<file path="src/source/mem_ctl_pkg.sv">
// Memory controller package with shared address, data and command types

package mem_ctl_pkg;

    // ========================================
    // Basic widths
    // ========================================

    // Byte address as seen by the core
    typedef logic [31:0] addr_t;

    // One data word stored little-endian in memory
    typedef logic [31:0] word_t;

    // Store size carried as the funct3 of the store instruction
    typedef enum logic [2:0] {
        size_byte = 3'd0,
        size_half = 3'd1,
        size_word = 3'd2
    } store_size_e;

    // ========================================
    // Controller types
    // ========================================

    // Access controller states
    typedef enum logic {
        st_idle,
        st_active
    } ctl_state_e;

    // Command from the access controller to the byte array
    typedef struct packed {
        addr_t       addr;
        word_t       wdata;
        store_size_e size;
        logic        we;    // one-cycle store strobe
    } ram_cmd_t;

    // ========================================
    // Address map
    // ========================================

    // GPIO output register that answers without delay
    localparam addr_t GPIO_ADDR = 32'h4000_1000;

endpackage
</file>
<file path="src/source/access_ctl.sv">
// Access controller with data-over-fetch arbitration, delay counting and address decode
`timescale 1ns/100ps

module access_ctl
    import mem_ctl_pkg::*;
#(
    parameter int unsigned PROG_BYTES  = 8192,
    parameter int unsigned DATA_BYTES  = 8192,
    parameter int unsigned GPIO_WIDTH  = 5,
    parameter int unsigned INSTR_DELAY = 3,
    parameter int unsigned DATA_DELAY  = 2
) (
    input  logic                  clk,
    input  logic                  rst_n,
    // Fetch port
    input  addr_t                 instr_addr,
    output word_t                 instr_data,
    output logic                  instr_ready,
    // Data port
    input  addr_t                 mem_addr,
    input  word_t                 mem_wdata,
    input  store_size_e           mem_size,
    input  logic                  mem_we,
    input  logic                  mem_re,
    output word_t                 mem_rdata,
    output logic                  mem_ready,
    // Byte array
    output ram_cmd_t              ram_cmd,
    output addr_t                 ram_fetch_addr,
    input  word_t                 ram_data_rdata,
    input  word_t                 ram_fetch_rdata,
    // GPIO register
    output logic                  gpio_we,
    output logic [GPIO_WIDTH-1:0] gpio_wdata,
    input  logic [GPIO_WIDTH-1:0] gpio_rdata
);

    localparam int unsigned MAX_DELAY = (INSTR_DELAY > DATA_DELAY) ? INSTR_DELAY : DATA_DELAY;
    localparam int unsigned CNT_W     = (MAX_DELAY > 1) ? $clog2(MAX_DELAY) : 1;

    localparam logic [CNT_W-1:0] INSTR_CNT = CNT_W'(INSTR_DELAY - 1);
    localparam logic [CNT_W-1:0] DATA_CNT  = CNT_W'(DATA_DELAY - 1);

    localparam addr_t DATA_BASE = addr_t'(PROG_BYTES);
    localparam addr_t RAM_END   = addr_t'(PROG_BYTES + DATA_BYTES);

    ctl_state_e       state;
    logic [CNT_W-1:0] cnt;
    logic             cur_is_instr;
    logic             cur_we;
    addr_t            cur_addr;
    word_t            cur_wdata;
    store_size_e      cur_size;

    logic  data_req;
    logic  gpio_hit;
    logic  in_ram;
    logic  data_wr;
    logic  done;
    logic  store_go;
    word_t gpio_ext;

    // ========================================
    // Request and address decode
    // ========================================

    assign data_req = mem_we || mem_re;

    // GPIO is decided on the live address at the start edge
    assign gpio_hit = (mem_addr == GPIO_ADDR);

    // RAM regions are decided on the captured address
    assign in_ram  = (cur_addr < RAM_END);
    assign data_wr = in_ram && (cur_addr >= DATA_BASE);

    assign done     = (state == st_active) && (cnt == '0);
    assign store_go = done && !cur_is_instr && cur_we && data_wr;

    assign gpio_we    = (state == st_idle) && data_req && gpio_hit && mem_we;
    assign gpio_wdata = mem_wdata[GPIO_WIDTH-1:0];
    assign gpio_ext   = word_t'(gpio_rdata);

    // Store commits on the same edge that raises mem_ready
    always_comb begin
        ram_cmd.addr  = cur_addr;
        ram_cmd.wdata = cur_wdata;
        ram_cmd.size  = cur_size;
        ram_cmd.we    = store_go;
    end

    assign ram_fetch_addr = cur_addr;

    // ========================================
    // Captured access
    // ========================================

    always_ff @(posedge clk) begin
        if (state == st_idle) begin
            if (data_req) begin
                cur_addr  <= mem_addr;
                cur_wdata <= mem_wdata;
                cur_size  <= mem_size;
            end else begin
                cur_addr <= instr_addr;
            end
        end
    end

    // ========================================
    // Controller FSM
    // ========================================

    always_ff @(posedge clk or negedge rst_n) begin
        if (!rst_n) begin
            state        <= st_idle;
            cnt          <= '0;
            cur_is_instr <= 1'b0;
            cur_we       <= 1'b0;
            instr_ready  <= 1'b0;
            mem_ready    <= 1'b0;
            instr_data   <= '0;
            mem_rdata    <= '0;
        end else begin
            case (state)
                st_idle: begin
                    instr_ready <= 1'b0;
                    mem_ready   <= 1'b0;
                    if (data_req && gpio_hit) begin
                        // Immediate answer while the controller stays idle
                        if (!mem_we) begin
                            mem_rdata <= gpio_ext;
                        end
                        mem_ready <= 1'b1;
                    end else if (data_req) begin
                        state        <= st_active;
                        cnt          <= DATA_CNT;
                        cur_is_instr <= 1'b0;
                        cur_we       <= mem_we;
                    end else begin
                        // Fetch runs whenever the data port is quiet
                        state        <= st_active;
                        cnt          <= INSTR_CNT;
                        cur_is_instr <= 1'b1;
                        cur_we       <= 1'b0;
                    end
                end
                st_active: begin
                    if (done) begin
                        state <= st_idle;
                        if (cur_is_instr) begin
                            instr_data  <= in_ram ? ram_fetch_rdata : '0;
                            instr_ready <= 1'b1;
                        end else begin
                            // Unmapped reads return zero
                            if (!cur_we) begin
                                mem_rdata <= in_ram ? ram_data_rdata : '0;
                            end
                            mem_ready <= 1'b1;
                        end
                    end else begin
                        cnt <= cnt - 1'b1;
                    end
                end
                default: state <= st_idle;
            endcase
        end
    end

endmodule

</file>
<file path="config.mk">
export PLATFORM = sky130hd
export DESIGN_NAME = access_ctl
export DESIGN_NICKNAME = d
export VERILOG_FILES = /design/src/source/mem_ctl_pkg.sv /design/src/source/access_ctl.sv
export SDC_FILE = /design/constraint.sdc
export NUM_CORES = 1
export LEC_CHECK = 0
export BUFFER_PORTS_ARGS = -buffer_cell sky130_fd_sc_hd__buf_2
export CORE_AREA = 2 2 135 137
export CTS_BUF_LIST = sky130_fd_sc_hd__clkbuf_8
export DETAILED_ROUTE_END_ITERATION = 7
export DIE_AREA = 0 0 137 139
export SETUP_SLACK_MARGIN = 0.02
export SLEW_MARGIN = 20
export SYNTH_ARGS = -nofsm -noshare
export SYNTH_HDL_FRONTEND = slang
export SYNTH_SLANG_ARGS = --single-unit
export TNS_END_PERCENT = 5
</file>
<file path="constraint.sdc">
create_clock -name clk -period 3.4 [get_ports clk]
set_clock_uncertainty 0.05 [all_clocks]
set_input_delay 0.68 -clock clk [delete_from_list [all_inputs] [get_ports clk]]
set_output_delay 0.68 -clock clk [all_outputs]
set_load 0.01 [all_outputs]
</file>
# ---- Word level (Yosys, flattened, before mapping)
# Index checks and enable logic that the tools add are counted.
# Widths: inputs -> output; s select.
dict set report word_totals {
  elab_cells 69
  register_bits 138
}
dict set report classes {
  muxes 25
  reduce_logical 19
  n_bitwise 2
  addsub 1
  n_lt_le_gt_ge 2
  eq_ne 9
}
# op n
set ops {}
lappend ops {{$mux 32} 8}
lappend ops {{$pmux 32 s2} 1}
lappend ops {{$eq 32x31->1 const B} 1}
lappend ops {{$ge 32x14->1 const B} 1}
lappend ops {{$lt 32x15->1 const B} 1}
lappend ops {{$ne 2x2->1 const B} 5}
lappend ops {{$reduce_and 2->1} 5}
lappend ops {{$logic_and 1x1->1} 9}
lappend ops {{$mux 1} 9}
lappend ops {{$mux 2} 3}
lappend ops {{$ne 2x1->1 const B} 3}
lappend ops {{$pmux 1 s2} 3}
lappend ops {{$reduce_and 5->1} 1}
lappend ops {{$pmux 2 s2} 1}
lappend ops {{$reduce_and 3->1} 1}
lappend ops {{$logic_not 2->1} 1}
lappend ops {{$not 1->1} 2}
lappend ops {{$sub 2x1->2 const B} 1}
lappend ops {{$logic_not 1->1} 1}
lappend ops {{$logic_or 1x1->1} 1}

# ---- Logic depth before layout (Yosys ltp)
dict set report depth {
  word_depth 6
  depth_mapped 9
}

# ---- Worst setup path after synthesis
# No wires, ideal clock.
dict set report synth_timing {
  path_kind {in2reg}
  from {in mem_re}
  to {reg cur_size[0] (enable)}
  stages 3
  t_arrival_ns 2.446
  path_slack_ns 0.477
  n_path_buf 1
  required_ns 2.923
  cell_sequence {nor2_1 clkbuf_1 nor2_1}
}
dict set report synth_via {
  elab_chain_cells 2
}
# item line_no
set synth_rtl {}
lappend synth_rtl {{start: declaration} access_ctl.sv:24} ;# input logic mem_re,
lappend synth_rtl {{$logic_or 1x1->1} access_ctl.sv:67} ;# assign data_req = mem_we || mem_re;
lappend synth_rtl {{$reduce_and 2->1 (no source line)} --}
lappend synth_rtl {{end signal: assignment} access_ctl.sv:102} ;# cur_size <= mem_size;
lappend synth_rtl {{end: declaration} access_ctl.sv:53} ;# store_size_e cur_size;
# Every way passes these cells.
# A chain may end at the register's enable or synchronous reset.

==> flow_summary.json <==
{
  "outcome": "finished clean",
  "combPwrFrac_pct": 28.5,
  "power_frac_clock_pct": 25.6,
  "grt_usage_pct": 16.72,
  "postLayoutCellArea_mm2": 0.007885,
  "setup-violations-final": 0,
  "drt-initial-drc-count": 230,
  "grt_max_degree": 66,
  "power.internal_mw": 3.419,
  "timing.final.ws_setup_ns": 0.5374,
  "clock_path_buffers": 2,
  "clock.fmax_mhz": 349.3,
  "ant_nets": 0,
  "die_y_um": 139,
  "fin_crit_sh_pct": 84.19,
  "grt_pass1_vias": 4693,
  "netlist_instances": 551,
  "rows": 49,
  "initial_utilization_pct": 32.92,
  "gp_congestion": 0.8104,
  "timing.hold.ws_ns": 0.2320,
  "crit_type": "reg -> out",
  "arrival_ns": 2.13,
  "power_density_mw_per_mm2": 666.9,
  "tightestPinTransition_ns": 0.9362,
  "cts_made_buffers": 17,
  "p_leak_nw": 3.849,
  "cts_resized": 0,
  "syn-mean-instance-area_um2": 10.55,
  "min_period_ns": 2.863,
  "cts_tree": "yes",
  "coreArea_mm2": 0.01766,
  "total_power_mw": 5.259,
  "drt-pass1-iter-count": 4,
  "antenna_found_initial": 0,
  "cts_setup_buffers": 0,
  "viasPerCell": 4.497,
  "hold_class": "in -> async",
  "reg2reg_depth": 8,
  "cp_max_fo": 3,
  "die-area_mm2": 0.01904,
  "clkLatencyLatePin_ns": 0.44,
  "pwr-share-seq_pct": 45.9,
  "ys_seq_area_share_pct": 65.17,
  "cp-end-kind": "output pin",
  "vdd_drop_max_v": 0.0002516,
  "wl_per_cell_um": 14.99,
  "syn2layout_area_growth_pct": 35.64,
  "overflow": 0,
  "grt_pass1_wl_mm": 24.46,
  "slew-limit-headroom_pct": 37.44,
  "r2r-start": "cnt[0]$_DFFE_PN0P_",
  "htree_levels": 4,
  "cp.required_ns": 2.67,
  "synth_seq_cells": 138,
  "slew_violations": 0,
  "p_sw_mw": 1.839,
  "reg2reg_slack_ns": 0.91,
  "cts_sinks": 138,
  "synth_cell_types": 33,
  "ys_warn_count": 0,
  "post-dp-hpwl_mm": 11.90,
  "syn_area_mm2": 0.005813,
  "postSynthNetCount": 724,
  "fin_setup_tns_ns": 0,
  "drt-total-wl_mm": 16.38,
  "num_io_pins": 344,
  "swShare_pct": 34.98,
  "fp.dieW_um": 137,
  "rsz0062_at_grt": "no",
  "critPathLaunchType": "register",
  "cts_root_buffer": "clkbuf_8",
  "max_cap_viol_count": 0,
  "pre_cts_slack_ns": 0.5551,
  "drc": 0,
  "cts.clk_slew.worst_paths_ns": 0.08,
  "drive_above_1_share_pct": 44.91,
  "final_nets": 1024,
  "cts-hold-fix-buffers": 0,
  "hold_viol": 0,
  "placed_cell_area_mm2": 0.007486,
  "r2r-end": "mem_rdata[0]$_DFFE_PN0P_",
  "diodes": 0,
  "num_vias": 4915,
  "numPortBuffers": 343
}
-- worst max path at each step --
stage | startpoint | end | cells after the start | slack, ns
5_1_grt | ram_fetch_addr[31]$_DFFE_PN_ | ram_cmd[0] | 6 | 0.39
2_1_floorplan | mem_re | cur_size[0]$_DFFE_PP_ | 3 | 0.48
6_report | ram_fetch_addr[31]$_DFFE_PN_ | ram_cmd[0] | 6 | 0.54
4_1_cts | ram_fetch_addr[31]$_DFFE_PN_ | ram_cmd[0] | 6 | 0.48
3_5_place_dp | mem_addr[29] | mem_rdata[6]$_DFFE_PN0P_ | 6 | 0.56
3_3_place_gp | mem_addr[29] | mem_rdata[3]$_DFFE_PN0P_ | 6 | 0.69
-- area by class of cell --
cell class	count	area, µm²
Clock buffer	17	234.0
Multi-Input combinational cell	306	1485
Tap cell	229	286.5
Timing Repair Buffer	350	1782
Sequential cell	138	3790
Fill cell	1750	9772
Inverter	38	142.6
Clock inverter	15	165.2
-- routing by layer --
metal	part of all wire (%)	global-route usage, %
met3	8.7	5.811
met2	51	28.93
met5	0	0
met4	1.4	5.372
met1	39	19.18
-- cell usage after synthesis --
master | n | area share [%]
o221a_2 | 1 | 0.19
nor3_1 | 3 | 0.26
a31o_2 | 1 | 0.15
a31oi_1 | 6 | 0.65
a22oi_1 | 1 | 0.13
buf_1 | 3 | 0.19
dfrtp_1 | 71 | 31
nand4_1 | 28 | 3.0
nor4_1 | 10 | 1.1
clkbuf_1 | 20 | 1.3
inv_1 | 38 | 2.5
o21ai_1 | 8 | 0.69
edfxtp_1 | 67 | 35
buf_2 | 8 | 0.69
o22ai_1 | 1 | 0.11
a21oi_1 | 2 | 0.17
nor4_4 | 1 | 0.37
a21o_1 | 1 | 0.13
or2_2 | 1 | 0.11
o32ai_1 | 1 | 0.15
nand2b_1 | 1 | 0.11
o21ai_0 | 52 | 4.5
buf_4 | 38 | 4.9
or3_1 | 2 | 0.22
nand3_1 | 3 | 0.26
ha_1 | 1 | 0.22
nor2b_1 | 5 | 0.54
nor4b_1 | 2 | 0.30
nand2_1 | 164 | 11
nor2_1 | 4 | 0.26
mux2i_1 | 5 | 0.86
o221ai_1 | 1 | 0.15
or4_1 | 1 | 0.13
-- power by group through the flow --
| stage | Combinational (mW) | Clock, mW | Sequential (mW) |
|---|---|---|---|
| final | 1.50 | 1.35 | 2.41 |
| after floorplan | 0.740 | 0 | 2.59 |
| after global placement | 1.52 | 0 | 2.44 |
| after CTS | 1.53 | 1.41 | 2.42 |
| after detailed placement | 1.54 | 0 | 2.44 |
| after global routing | 1.68 | 1.47 | 2.46 |
-- state kept, by name, indices dropped and copies added, names as in the netlist --
register	cells
cnt	2
instr_ready	1
mem_ready	1
cur_is_instr	1
cur_size	3
cur_we	1
cur_wdata	32
state	1
ram_fetch_addr	32
instr_data	32
mem_rdata	32
-- metrics by stage --
| step | utilization [%] | std cells |
|---|---|---|
| floorplan | - | 551 |
| global placement | 42.40 | 1061 |
| detailed placement | 42.40 | 1061 |
| CTS | 44.66 | 1093 |
| global route | 44.66 | 1093 |
| finish | 44.66 | 1093 |
-- cell families (layout without fill, tap and decap cells) --
family          after synthesis  after routing  share of synthesized area (%)
compound gates               75             75                          6.996
fa+ha+maj                     1              1                         0.2152
buf+inv                     107            420                          9.535
flops                       138            138                          65.17
mux                           5              5                         0.8610
simple gates                225            225                          17.22
-- critical path: stages, from the launching register on --
cell and delay (ns):
edfxtp_1 0.44, nor4_1 0.37, nand3_1 0.20, nor4_4 0.31, nand2_1 0.12, nor2_1 0.12, buf_2 0.14
-- cells in the final DEF, fill, tap and decap left out, types with 2 or more instances in the layout --
cell type    n
inv_1       39
or3_1        2
nor2_1       2
mux2i_1      5
nand3_1      2
dfrtp_1     70
nand2_1    164
nand4_1     28
o21ai_0     52
nor3_1       3
clkbuf_8    17
buf_2      343
a31oi_1      6
edfxtp_1    67
bufinv_16    2
a21oi_1      2
o21ai_1      8
inv_6        4
nor2b_1      5
nor4_1      10
nor4b_1      2
buf_4        6
clkinv_4     5
Note: power is estimated with default switching activity, not from simulation.
